## src/hw/rmii_tx_pkg.sv

```systemverilog
`default_nettype none

package rmii_tx_pkg;

    ////////////////////
    // Speed selection

    // Codes 2 and 3 fall back to 100 Mbit/s in the shipper
    typedef enum logic [1:0] {
        speed_10_megabit  = 2'd0,
        speed_100_megabit = 2'd1
    } speed_code_t;

    ////////////////////
    // Words between blocks

    // Marker on the first word is start of frame, on a later word end of frame
    typedef struct packed {
        logic       marker;
        logic [7:0] value;
    } tx_word_t;

    typedef struct packed {
        logic       last;
        logic [7:0] value;
    } store_entry_t;

    ////////////////////
    // Frame constants

    // 7 bytes of 0x55 plus the first three dibits of the SFD
    localparam int preamble_dibits = 31;
    localparam int dibits_per_byte = 4;
    localparam int hold_clocks_10_megabit = 10;
    localparam int fcs_bytes = 4;

    localparam logic [31:0] fcs_residue_init = 32'hFFFF_FFFF;
    localparam logic [31:0] fcs_polynomial = 32'hEDB8_8320;

endpackage

`default_nettype wire
```

## src/hw/rmii_tx_top.sv

```systemverilog
`timescale 1ns/1ps
`default_nettype none

module rmii_tx_top
    import rmii_tx_pkg::*;
#(
    parameter int STORE_DEPTH = 64
) (
    input  wire              clock,
    input  wire              reset_n,
    input  wire [7:0]        frame_byte,
    input  wire              frame_last,
    input  wire              frame_write,
    input  wire speed_code_t speed_code,
    output logic [1:0]       tx_data,
    output logic             tx_enable,
    output logic             store_full
);

    store_entry_t host_entry;
    store_entry_t head_entry;
    logic         frame_available;
    logic         pop;
    tx_word_t     shipper_word;
    logic         shipper_word_enable;
    logic         shipper_ready;

    assign host_entry = '{last: frame_last, value: frame_byte};

    ////////////////////
    // Frame store

    tx_frame_store #(
        .payload_t   (store_entry_t),
        .STORE_DEPTH (STORE_DEPTH)
    ) store_i (
        .clock           (clock),
        .reset_n         (reset_n),
        .write_entry     (host_entry),
        .write_last      (frame_last),
        .write           (frame_write),
        .full            (store_full),
        .frame_available (frame_available),
        .head_entry      (head_entry),
        .pop             (pop)
    );

    // FCS and framing
    fcs_appender appender_i (
        .clock           (clock),
        .reset_n         (reset_n),
        .frame_available (frame_available),
        .head_entry      (head_entry),
        .pop             (pop),
        .data            (shipper_word),
        .data_enable     (shipper_word_enable),
        .data_ready      (shipper_ready)
    );

    // RMII line side
    rmii_byte_shipper shipper_i (
        .clock              (clock),
        .reset_n            (reset_n),
        .data               (shipper_word),
        .data_enable        (shipper_word_enable),
        .speed_code         (speed_code),
        .shipped_data       (tx_data),
        .shipped_data_valid (tx_enable),
        .data_ready         (shipper_ready)
    );

endmodule

`default_nettype wire

```

## src/hw/rmii_byte_shipper.sv

```systemverilog
`timescale 1ns/1ps
`default_nettype none

module rmii_byte_shipper
    import rmii_tx_pkg::*;
(
    input  wire              clock,
    input  wire              reset_n,
    input  wire tx_word_t    data,
    input  wire              data_enable,
    input  wire speed_code_t speed_code,
    output logic [1:0]       shipped_data,
    output logic             shipped_data_valid,
    output logic             data_ready
);

    typedef enum logic [1:0] {
        st_idle,
        st_preamble,
        st_start_of_frame,
        st_data
    } state_t;

    state_t      state;
    state_t      state_next;
    logic [8:0]  preamble_counter;
    logic [8:0]  preamble_counter_next;
    logic [3:0]  sample_counter;
    logic [3:0]  sample_counter_next;
    logic [1:0]  dibit_index;
    logic [1:0]  dibit_index_next;
    logic [7:0]  byte_to_ship;
    logic [7:0]  byte_to_ship_next;
    logic [1:0]  shipped_data_next;
    logic        shipped_data_valid_next;
    logic        data_ready_next;
    speed_code_t speed_latched;
    speed_code_t speed_latched_next;
    logic [3:0]  sample_limit;
    logic [8:0]  preamble_limit;

    ////////////////////
    // Per-speed limits

    always_comb begin
        case (speed_latched)
            speed_100_megabit: begin
                sample_limit = 4'd0;
                preamble_limit = 9'(preamble_dibits - 1);
            end
            speed_10_megabit: begin
                sample_limit = 4'(hold_clocks_10_megabit - 1);
                preamble_limit = 9'(preamble_dibits * hold_clocks_10_megabit - 1);
            end
            default: begin
                sample_limit = 4'd0;
                preamble_limit = 9'(preamble_dibits - 1);
            end
        endcase
    end

    ////////////////////
    // Frame sequencing

    always_comb begin
        state_next = state;
        preamble_counter_next = preamble_counter;
        sample_counter_next = sample_counter;
        dibit_index_next = dibit_index;
        byte_to_ship_next = byte_to_ship;
        shipped_data_next = shipped_data;
        shipped_data_valid_next = shipped_data_valid;
        speed_latched_next = speed_latched;
        data_ready_next = 1'b0;

        case (state)
            st_idle: begin
                data_ready_next = 1'b1;
                shipped_data_next = 2'b00;
                shipped_data_valid_next = 1'b0;
                speed_latched_next = speed_code;
                sample_counter_next = '0;
                preamble_counter_next = '0;
                if (data_enable && data.marker) begin
                    data_ready_next = 1'b0;
                    byte_to_ship_next = data.value;
                    shipped_data_next = 2'b01;
                    shipped_data_valid_next = 1'b1;
                    state_next = st_preamble;
                end
            end
            st_preamble: begin
                // Counted in clocks, so the limit already covers the hold time
                if (preamble_counter == preamble_limit) begin
                    shipped_data_next = 2'b11;
                    state_next = st_start_of_frame;
                end else begin
                    preamble_counter_next = preamble_counter + 1'b1;
                end
            end
            st_start_of_frame: begin
                if (sample_counter == sample_limit) begin
                    sample_counter_next = '0;
                    shipped_data_next = byte_to_ship[1:0];
                    byte_to_ship_next = {2'b00, byte_to_ship[7:2]};
                    dibit_index_next = '0;
                    state_next = st_data;
                end else begin
                    sample_counter_next = sample_counter + 1'b1;
                end
            end
            st_data: begin
                if (sample_counter == sample_limit) begin
                    sample_counter_next = '0;
                    if (dibit_index == 2'(dibits_per_byte - 1)) begin
                        // End of byte takes the next word or closes the frame
                        if (data_enable && !data.marker) begin
                            shipped_data_next = data.value[1:0];
                            byte_to_ship_next = {2'b00, data.value[7:2]};
                            dibit_index_next = '0;
                            data_ready_next = 1'b1;
                        end else begin
                            shipped_data_next = 2'b00;
                            shipped_data_valid_next = 1'b0;
                            state_next = st_idle;
                        end
                    end else begin
                        shipped_data_next = byte_to_ship[1:0];
                        byte_to_ship_next = {2'b00, byte_to_ship[7:2]};
                        dibit_index_next = dibit_index + 1'b1;
                    end
                end else begin
                    sample_counter_next = sample_counter + 1'b1;
                end
            end
            default: begin
                state_next = st_idle;
            end
        endcase
    end

    always_ff @(posedge clock) begin
        if (!reset_n) begin
            state <= st_idle;
            preamble_counter <= '0;
            sample_counter <= '0;
            dibit_index <= '0;
            byte_to_ship <= '0;
            shipped_data <= '0;
            shipped_data_valid <= 1'b0;
            data_ready <= 1'b0;
            speed_latched <= speed_100_megabit;
        end else begin
            state <= state_next;
            preamble_counter <= preamble_counter_next;
            sample_counter <= sample_counter_next;
            dibit_index <= dibit_index_next;
            byte_to_ship <= byte_to_ship_next;
            shipped_data <= shipped_data_next;
            shipped_data_valid <= shipped_data_valid_next;
            data_ready <= data_ready_next;
            speed_latched <= speed_latched_next;
        end
    end

    // No gap in tx_enable from preamble to last dibit
    assert property (@(posedge clock) disable iff (!reset_n)
        (state != st_idle) |-> shipped_data_valid)
        else $error("shipped_data_valid dropped inside a frame");

endmodule

`default_nettype wire

```

## src/hw/fcs_appender.sv

```systemverilog
`timescale 1ns/1ps
`default_nettype none

module fcs_appender
    import rmii_tx_pkg::*;
(
    input  wire               clock,
    input  wire               reset_n,
    input  wire               frame_available,
    input  wire store_entry_t head_entry,
    output logic              pop,
    output tx_word_t          data,
    output logic              data_enable,
    input  wire               data_ready
);

    typedef enum logic [2:0] {
        st_wait,
        st_start,
        st_payload,
        st_fcs,
        st_end
    } state_t;

    state_t      state;
    logic [31:0] crc;
    logic [31:0] fcs_value;
    logic [1:0]  fcs_index;
    logic        last_popped;
    logic        advance;

    ////////////////////
    // CRC-32, LSB first

    function automatic logic [31:0] crc_update(input logic [31:0] crc_in, input logic [7:0] value);
        logic [31:0] c;
        c = crc_in ^ {24'd0, value};
        for (int i = 0; i < 8; i++) begin
            c = c[0] ? ((c >> 1) ^ fcs_polynomial) : (c >> 1);
        end
        return c;
    endfunction

    function automatic logic [7:0] fcs_byte(input logic [31:0] fcs, input logic [1:0] index);
        return fcs[{index, 3'b000} +: 8];
    endfunction

    assign fcs_value = ~crc;

    // Fall of ready accepts the start word, later each ready pulse pulls a byte
    assign advance = (state == st_start && data_enable && !data_ready) ||
                     (state == st_payload && data_ready);

    always_ff @(posedge clock) begin
        if (!reset_n) begin
            state <= st_wait;
            pop <= 1'b0;
            data <= '0;
            data_enable <= 1'b0;
            crc <= fcs_residue_init;
            fcs_index <= '0;
            last_popped <= 1'b0;
        end else begin
            pop <= 1'b0;
            case (state)
                st_wait: begin
                    data_enable <= 1'b0;
                    if (frame_available && data_ready) begin
                        state <= st_start;
                    end
                end
                st_start, st_payload: begin
                    if (state == st_start && !data_enable) begin
                        // First byte carries the start marker
                        data <= '{marker: 1'b1, value: head_entry.value};
                        data_enable <= 1'b1;
                        pop <= 1'b1;
                        crc <= crc_update(fcs_residue_init, head_entry.value);
                        last_popped <= head_entry.last;
                    end else if (advance) begin
                        if (last_popped) begin
                            data <= '{marker: 1'b0, value: fcs_byte(fcs_value, 2'd0)};
                            fcs_index <= 2'd0;
                            state <= st_fcs;
                        end else begin
                            data <= '{marker: 1'b0, value: head_entry.value};
                            pop <= 1'b1;
                            crc <= crc_update(crc, head_entry.value);
                            last_popped <= head_entry.last;
                            state <= st_payload;
                        end
                    end
                end
                st_fcs: begin
                    if (data_ready) begin
                        if (fcs_index == 2'(fcs_bytes - 1)) begin
                            // enable stays low so idle shipper cannot restart on it
                            data <= '{marker: 1'b1, value: 8'h00};
                            data_enable <= 1'b0;
                            state <= st_end;
                        end else begin
                            fcs_index <= fcs_index + 2'd1;
                            data <= '{marker: 1'b0,
                                      value: fcs_byte(fcs_value, fcs_index + 2'd1)};
                        end
                    end
                end
                st_end: begin
                    // Shipper back in idle
                    if (data_ready) begin
                        state <= st_wait;
                    end
                end
                default: begin
                    state <= st_wait;
                end
            endcase
        end
    end

    // Shipper only holds ready high while idle, no byte pulls here
    assert property (@(posedge clock) disable iff (!reset_n)
        (state == st_wait) |-> !$fell(data_ready))
        else $error("data_ready pulse while appender waits for a frame");

endmodule

`default_nettype wire

```

## src/hw/tx_frame_store.sv

```systemverilog
`timescale 1ns/1ps
`default_nettype none

module tx_frame_store #(
    parameter type payload_t = logic [7:0],
    parameter int STORE_DEPTH = 64
) (
    input  wire           clock,
    input  wire           reset_n,
    input  wire payload_t write_entry,
    input  wire           write_last,
    input  wire           write,
    output logic          full,
    output logic          frame_available,
    output payload_t      head_entry,
    input  wire           pop
);

    localparam int pointer_width = $clog2(STORE_DEPTH);
    localparam int count_width = $clog2(STORE_DEPTH + 1);

    payload_t                 entries [STORE_DEPTH];
    logic                     last_flags [STORE_DEPTH];
    logic [pointer_width-1:0] write_pointer;
    logic [pointer_width-1:0] read_pointer;
    logic [count_width-1:0]   entry_count;
    logic [count_width-1:0]   frame_count;
    logic                     write_accept;
    logic                     pop_accept;
    logic                     head_last;

    function automatic logic [pointer_width-1:0] wrap_next(input logic [pointer_width-1:0] p);
        if (p == pointer_width'(STORE_DEPTH - 1)) begin
            return '0;
        end
        return p + 1'b1;
    endfunction

    assign full = (entry_count == count_width'(STORE_DEPTH));
    assign write_accept = write && !full;
    assign pop_accept = pop && (entry_count != '0);
    assign head_entry = entries[read_pointer];
    assign head_last = last_flags[read_pointer];
    // Only whole frames are released downstream
    assign frame_available = (frame_count != '0);

    always_ff @(posedge clock) begin
        if (write_accept) begin
            entries[write_pointer] <= write_entry;
            last_flags[write_pointer] <= write_last;
        end
    end

    always_ff @(posedge clock) begin
        if (!reset_n) begin
            write_pointer <= '0;
            read_pointer <= '0;
            entry_count <= '0;
            frame_count <= '0;
        end else begin
            if (write_accept) begin
                write_pointer <= wrap_next(write_pointer);
            end
            if (pop_accept) begin
                read_pointer <= wrap_next(read_pointer);
            end
            case ({write_accept, pop_accept})
                2'b10: entry_count <= entry_count + 1'b1;
                2'b01: entry_count <= entry_count - 1'b1;
                default: entry_count <= entry_count;
            endcase
            case ({write_accept && write_last, pop_accept && head_last})
                2'b10: frame_count <= frame_count + 1'b1;
                2'b01: frame_count <= frame_count - 1'b1;
                default: frame_count <= frame_count;
            endcase
        end
    end

    // Host must respect store_full, the byte would be lost
    assert property (@(posedge clock) disable iff (!reset_n) write |-> !full)
        else $error("write to full frame store dropped");

    assert property (@(posedge clock) disable iff (!reset_n) pop |-> entry_count != '0)
        else $error("pop from empty frame store");

endmodule

`default_nettype wire

```

## config.mk

```make
export PLATFORM = sky130hd
export DESIGN_NAME = rmii_tx_top
export DESIGN_NICKNAME = d
export VERILOG_FILES = /design/src/hw/rmii_tx_pkg.sv /design/src/hw/rmii_tx_top.sv /design/src/hw/rmii_byte_shipper.sv /design/src/hw/fcs_appender.sv /design/src/hw/tx_frame_store.sv
export SDC_FILE = /design/constraint.sdc
export NUM_CORES = 1
export LEC_CHECK = 0
export BUFFER_PORTS_ARGS = -buffer_cell sky130_fd_sc_hd__buf_2
export CAP_MARGIN = 20
export CELL_PAD_IN_SITES_DETAIL_PLACEMENT = 0
export CELL_PAD_IN_SITES_GLOBAL_PLACEMENT = 1
export CORE_ASPECT_RATIO = 0.7
export CORE_UTILIZATION = 45
export DETAILED_ROUTE_END_ITERATION = 10
export PLACE_DENSITY = 0.77
export SLEW_MARGIN = 20
export SYNTH_ARGS = -nofsm -noshare
export SYNTH_HDL_FRONTEND = slang
export SYNTH_SLANG_ARGS = --single-unit
export TNS_END_PERCENT = 30
```

## constraint.sdc

```tcl
create_clock -name clock -period 6.4 [get_ports clock]
set_input_delay 0.32 -clock clock [delete_from_list [all_inputs] [get_ports clock]]
set_output_delay 0.32 -clock clock [all_outputs]
set_load 0.02 [all_outputs]
```

==> flow_metrics.env <==
export IMPL_status="complete, no violations"
export IMPL_ys_ff_latch=688
export IMPL_powerDensity_nw_per_um2=296
export IMPL_yosysSeqAreaShare_pct=66.0
export IMPL_nets=1891
export IMPL_finClkSkew_ns=0.0202
export IMPL_clockBufferDepth=3
export IMPL_crit_top_cell="xnor2_1"
export IMPL_synthSimpleGateAreaFrac_pct=6.79
export IMPL_drt_iter0_markers=2273
export IMPL_pwr_share_seq_pct=51.3
export IMPL_antenna_found_initial=0
export IMPL_clock_sinks=688
export IMPL_crit_path_end_kind="flip-flop"
export IMPL_syn_num_nets=1870
export IMPL_io_buffers=17
export IMPL_hold_viol_final=0
export IMPL_post_cts_buffers=0
export IMPL_fmax_mhz=183
export IMPL_min_period_ns=5.45
export IMPL_grt_pass1_vias=16205
export IMPL_final_cell_mix="edfxtp_1 (576), mux4_2 (154), nor2_1 (111)"
export IMPL_crit_family="compound AO/OA/AOI/OAI gates"
export IMPL_dieArea_um2=66900
export IMPL_cp_required_ns=6.85
export IMPL_synth_xor_area_share_pct=4.64
export IMPL_via_per_inst=6.07
export IMPL_dp_hpwl_um=47600
export IMPL_fin_util_pct=50.4
export IMPL_synth_cell_types=76
export IMPL_synth_area_um2=29600
export IMPL_maxSlewViolCount=0
export IMPL_dpl_cell_area_um2=30600
export IMPL_p_switching_mw=2.31
export IMPL_track_usage_pct=22.6
export IMPL_combinationalPowerShare_pct=9.5
export IMPL_ant_nets=0
export IMPL_yosys_most_used_dff="edfxtp_1"
export IMPL_post_route_drc_count=0
export IMPL_grt_max_degree=66
export IMPL_wirelength_um=74300
export IMPL_final_common_cell="edfxtp_1"
export IMPL_power_share_switching_pct=23.9
export IMPL_worstMarginPinSlew_ns=1.22
export IMPL_tritoncts="done"
export IMPL_drive_gt1_share_pct=18.9
export IMPL_die_w_um=309
export IMPL_cp_start_kind="flip-flop"
export IMPL_synth_edf_count=576
export IMPL_critical_path_buf_inv_count=1
export IMPL_rsz0062_at_grt="no"
export IMPL_worst_ep_arrival_time_ns=5.90
export IMPL_gp_congestion=0.865
export IMPL_path_cells="buf_12 > mux4_2 > mux2_2 > a221oi_1 > o22ai_2 > xor2_1 > xnor3_1 > xnor2_1 > xnor2_1 > nor2_1 > o221ai_1"
export IMPL_clk_latency_ns=0.62
export IMPL_setup_tns_ns=0
export IMPL_slowest_delay_ns=1.00
export IMPL_die_h_um=217
export IMPL_max_slew_margin_rel_pct=18.1
export IMPL_p_leak_nw=10.3
export IMPL_hold_buffers=2
export IMPL_slowest_stage="a221oi_1"
export IMPL_clkTransAtPathRegs_ns=0.07
export IMPL_setup_violations=0
export IMPL_drt_first_pass_iters=6
export IMPL_core_area_um2=64900
export IMPL_root_buffer="clkbuf_16"
export IMPL_crit_type="reg2reg"
export IMPL_n_antenna_cell=0
export IMPL_async_reset_ff_share_pct=0
export IMPL_ioPinCount=18
export IMPL_synth_top_family_by_area="multiplexers"
export IMPL_start_util_pct=45.6
export IMPL_grt_pass1_wl_um=110000
export IMPL_ir_drop_mv=0.251
export IMPL_cts_buffers=66
export IMPL_area_growth_pct=10.5
export IMPL_hold_path_class="in2reg"
export IMPL_synth_warnings=0
export IMPL_syn_avg_cell_area_um2=16.1
export IMPL_timing_final_crit_share_pct=85.2
export IMPL_cts_resized=0
export IMPL_cts_max_level=3
export IMPL_internal_power_mw=7.38
export IMPL_fin_area_um2=32700
export IMPL_path_max_fanout=46
export IMPL_synth_compound_area_share_pct=5.56
export IMPL_overflow=0
export IMPL_syn_inst=1835
export IMPL_synthMuxAreaShare_pct=13.9
export IMPL_core_rowCount=78
export IMPL_wl_per_cell_um=26.6
export IMPL_via_count=16927
export IMPL_synth_fa_ha_area_share_pct=0.912
export IMPL_clkPwrFrac_pct=39.2
export IMPL_max_cap_violations=0
-- Yosys cell counts (11+ instances only) --
master / count / area share, %
edfxtp_1: 576 / 58
mux4_2: 154 / 12
nor2_1: 132 / 1.7
dfxtp_1: 112 / 7.6
nand2_1: 104 / 1.3
xnor2_1: 93 / 2.8
clkbuf_1: 62 / 0.79
o21ai_0: 51 / 0.86
mux2i_1: 43 / 1.5
xor2_1: 40 / 1.2
a21oi_1: 38 / 0.64
nor2b_1: 38 / 0.80
and2_1: 32 / 0.68
o22ai_1: 24 / 0.51
a22oi_1: 21 / 0.53
ha_1: 20 / 0.84
nand3_1: 18 / 0.30
inv_1: 17 / 0.22
buf_2: 14 / 0.24
a21boi_0: 13 / 0.33
nand2b_1: 13 / 0.27
and3_1: 11 / 0.23
buf_4: 11 / 0.28
buf_6: 11 / 0.42
or3_1: 11 / 0.23
-- final cells by class --
cell class,instances,area [um^2]
clock buffer,81,1750
clock inverter,39,305
fill,5294,32200
inverter,18,67.6
multi-input combinational,1022,9500
sequential,688,19600
tap,880,1100
timing repair buffer,60,460
-- worst paths after layout --
| check | start | cells after the start | to | slack [ns] |
|---|---|---|---|---|
| setup / recovery | flip-flop | 11 | appender_i.crc[25] | 0.95 |
| hold / removal | reset_n | 2 | shipper_i.speed_latched[0] | 0.22 |
| setup reg to reg | flip-flop | 11 | appender_i.crc[25] | 0.95 |
| hold reg to reg | shipper_i.speed_latched[0] | 2 | shipper_i.speed_latched[0] | 0.47 |
-- metrics by stage --
| stage | power, mW | worst slack, ns | hold slack (ns) | instances |
|---|---|---|---|---|
| floorplan | 5.71 | 0.767 | 0.419 | 1835 |
| finish | 9.69 | 0.949 | 0.221 | 2788 |
| global placement | 5.95 | 1.16 | 0.455 | 2662 |
| detailed placement | 5.96 | 1.17 | 0.465 | 2663 |
| global route | 9.97 | 0.699 | 0.229 | 2788 |
| CTS | 9.72 | 1.14 | 0.188 | 2785 |
-- power groups by stage --
stage | Clock [mW] | Combinational (mW) | Sequential, mW
finish | 3.80 | 0.921 | 4.97
global route | 4.01 | 0.989 | 4.98
CTS | 3.84 | 0.906 | 4.97
detailed placement | 0 | 0.898 | 5.07
global placement | 0 | 0.886 | 5.07
floorplan | 0 | 0.685 | 5.03
-- metal layers --
| layer | routed length [um] | up-vias | global-route usage [%] |
|---|---|---|---|
| met2 | 30300 | 935 | 29.7 |
| li1 | - | 7180 | - |
| met5 | 0 | - | 0 |
| met4 | 1210 | 0 | 4.46 |
| met1 | 34300 | 8717 | 36.6 |
| met3 | 8520 | 95 | 6.63 |
-- flip-flops by register name, indices dropped and copies added (netlist names), 3 cells and up, named ones only --
register,cells
appender_i.crc,32
appender_i.data,9
appender_i.state,3
shipper_i.byte_to_ship,8
shipper_i.preamble_counter,9
shipper_i.sample_counter,4
store_i.entries,512
store_i.entry_count,7
store_i.frame_count,7
store_i.last_flags,64
store_i.read_pointer,6
store_i.write_pointer,6
-- kinds of logic after synthesis --
| kind of cell | Yosys count |
|---|---|
| simple gates | 410 |
| buf+inv | 125 |
| mux | 208 |
| flops | 688 |
| fa+ha+maj | 21 |
| xor+xnor | 143 |
| compound gates | 240 |
Power figures use the tool's default switching activity.
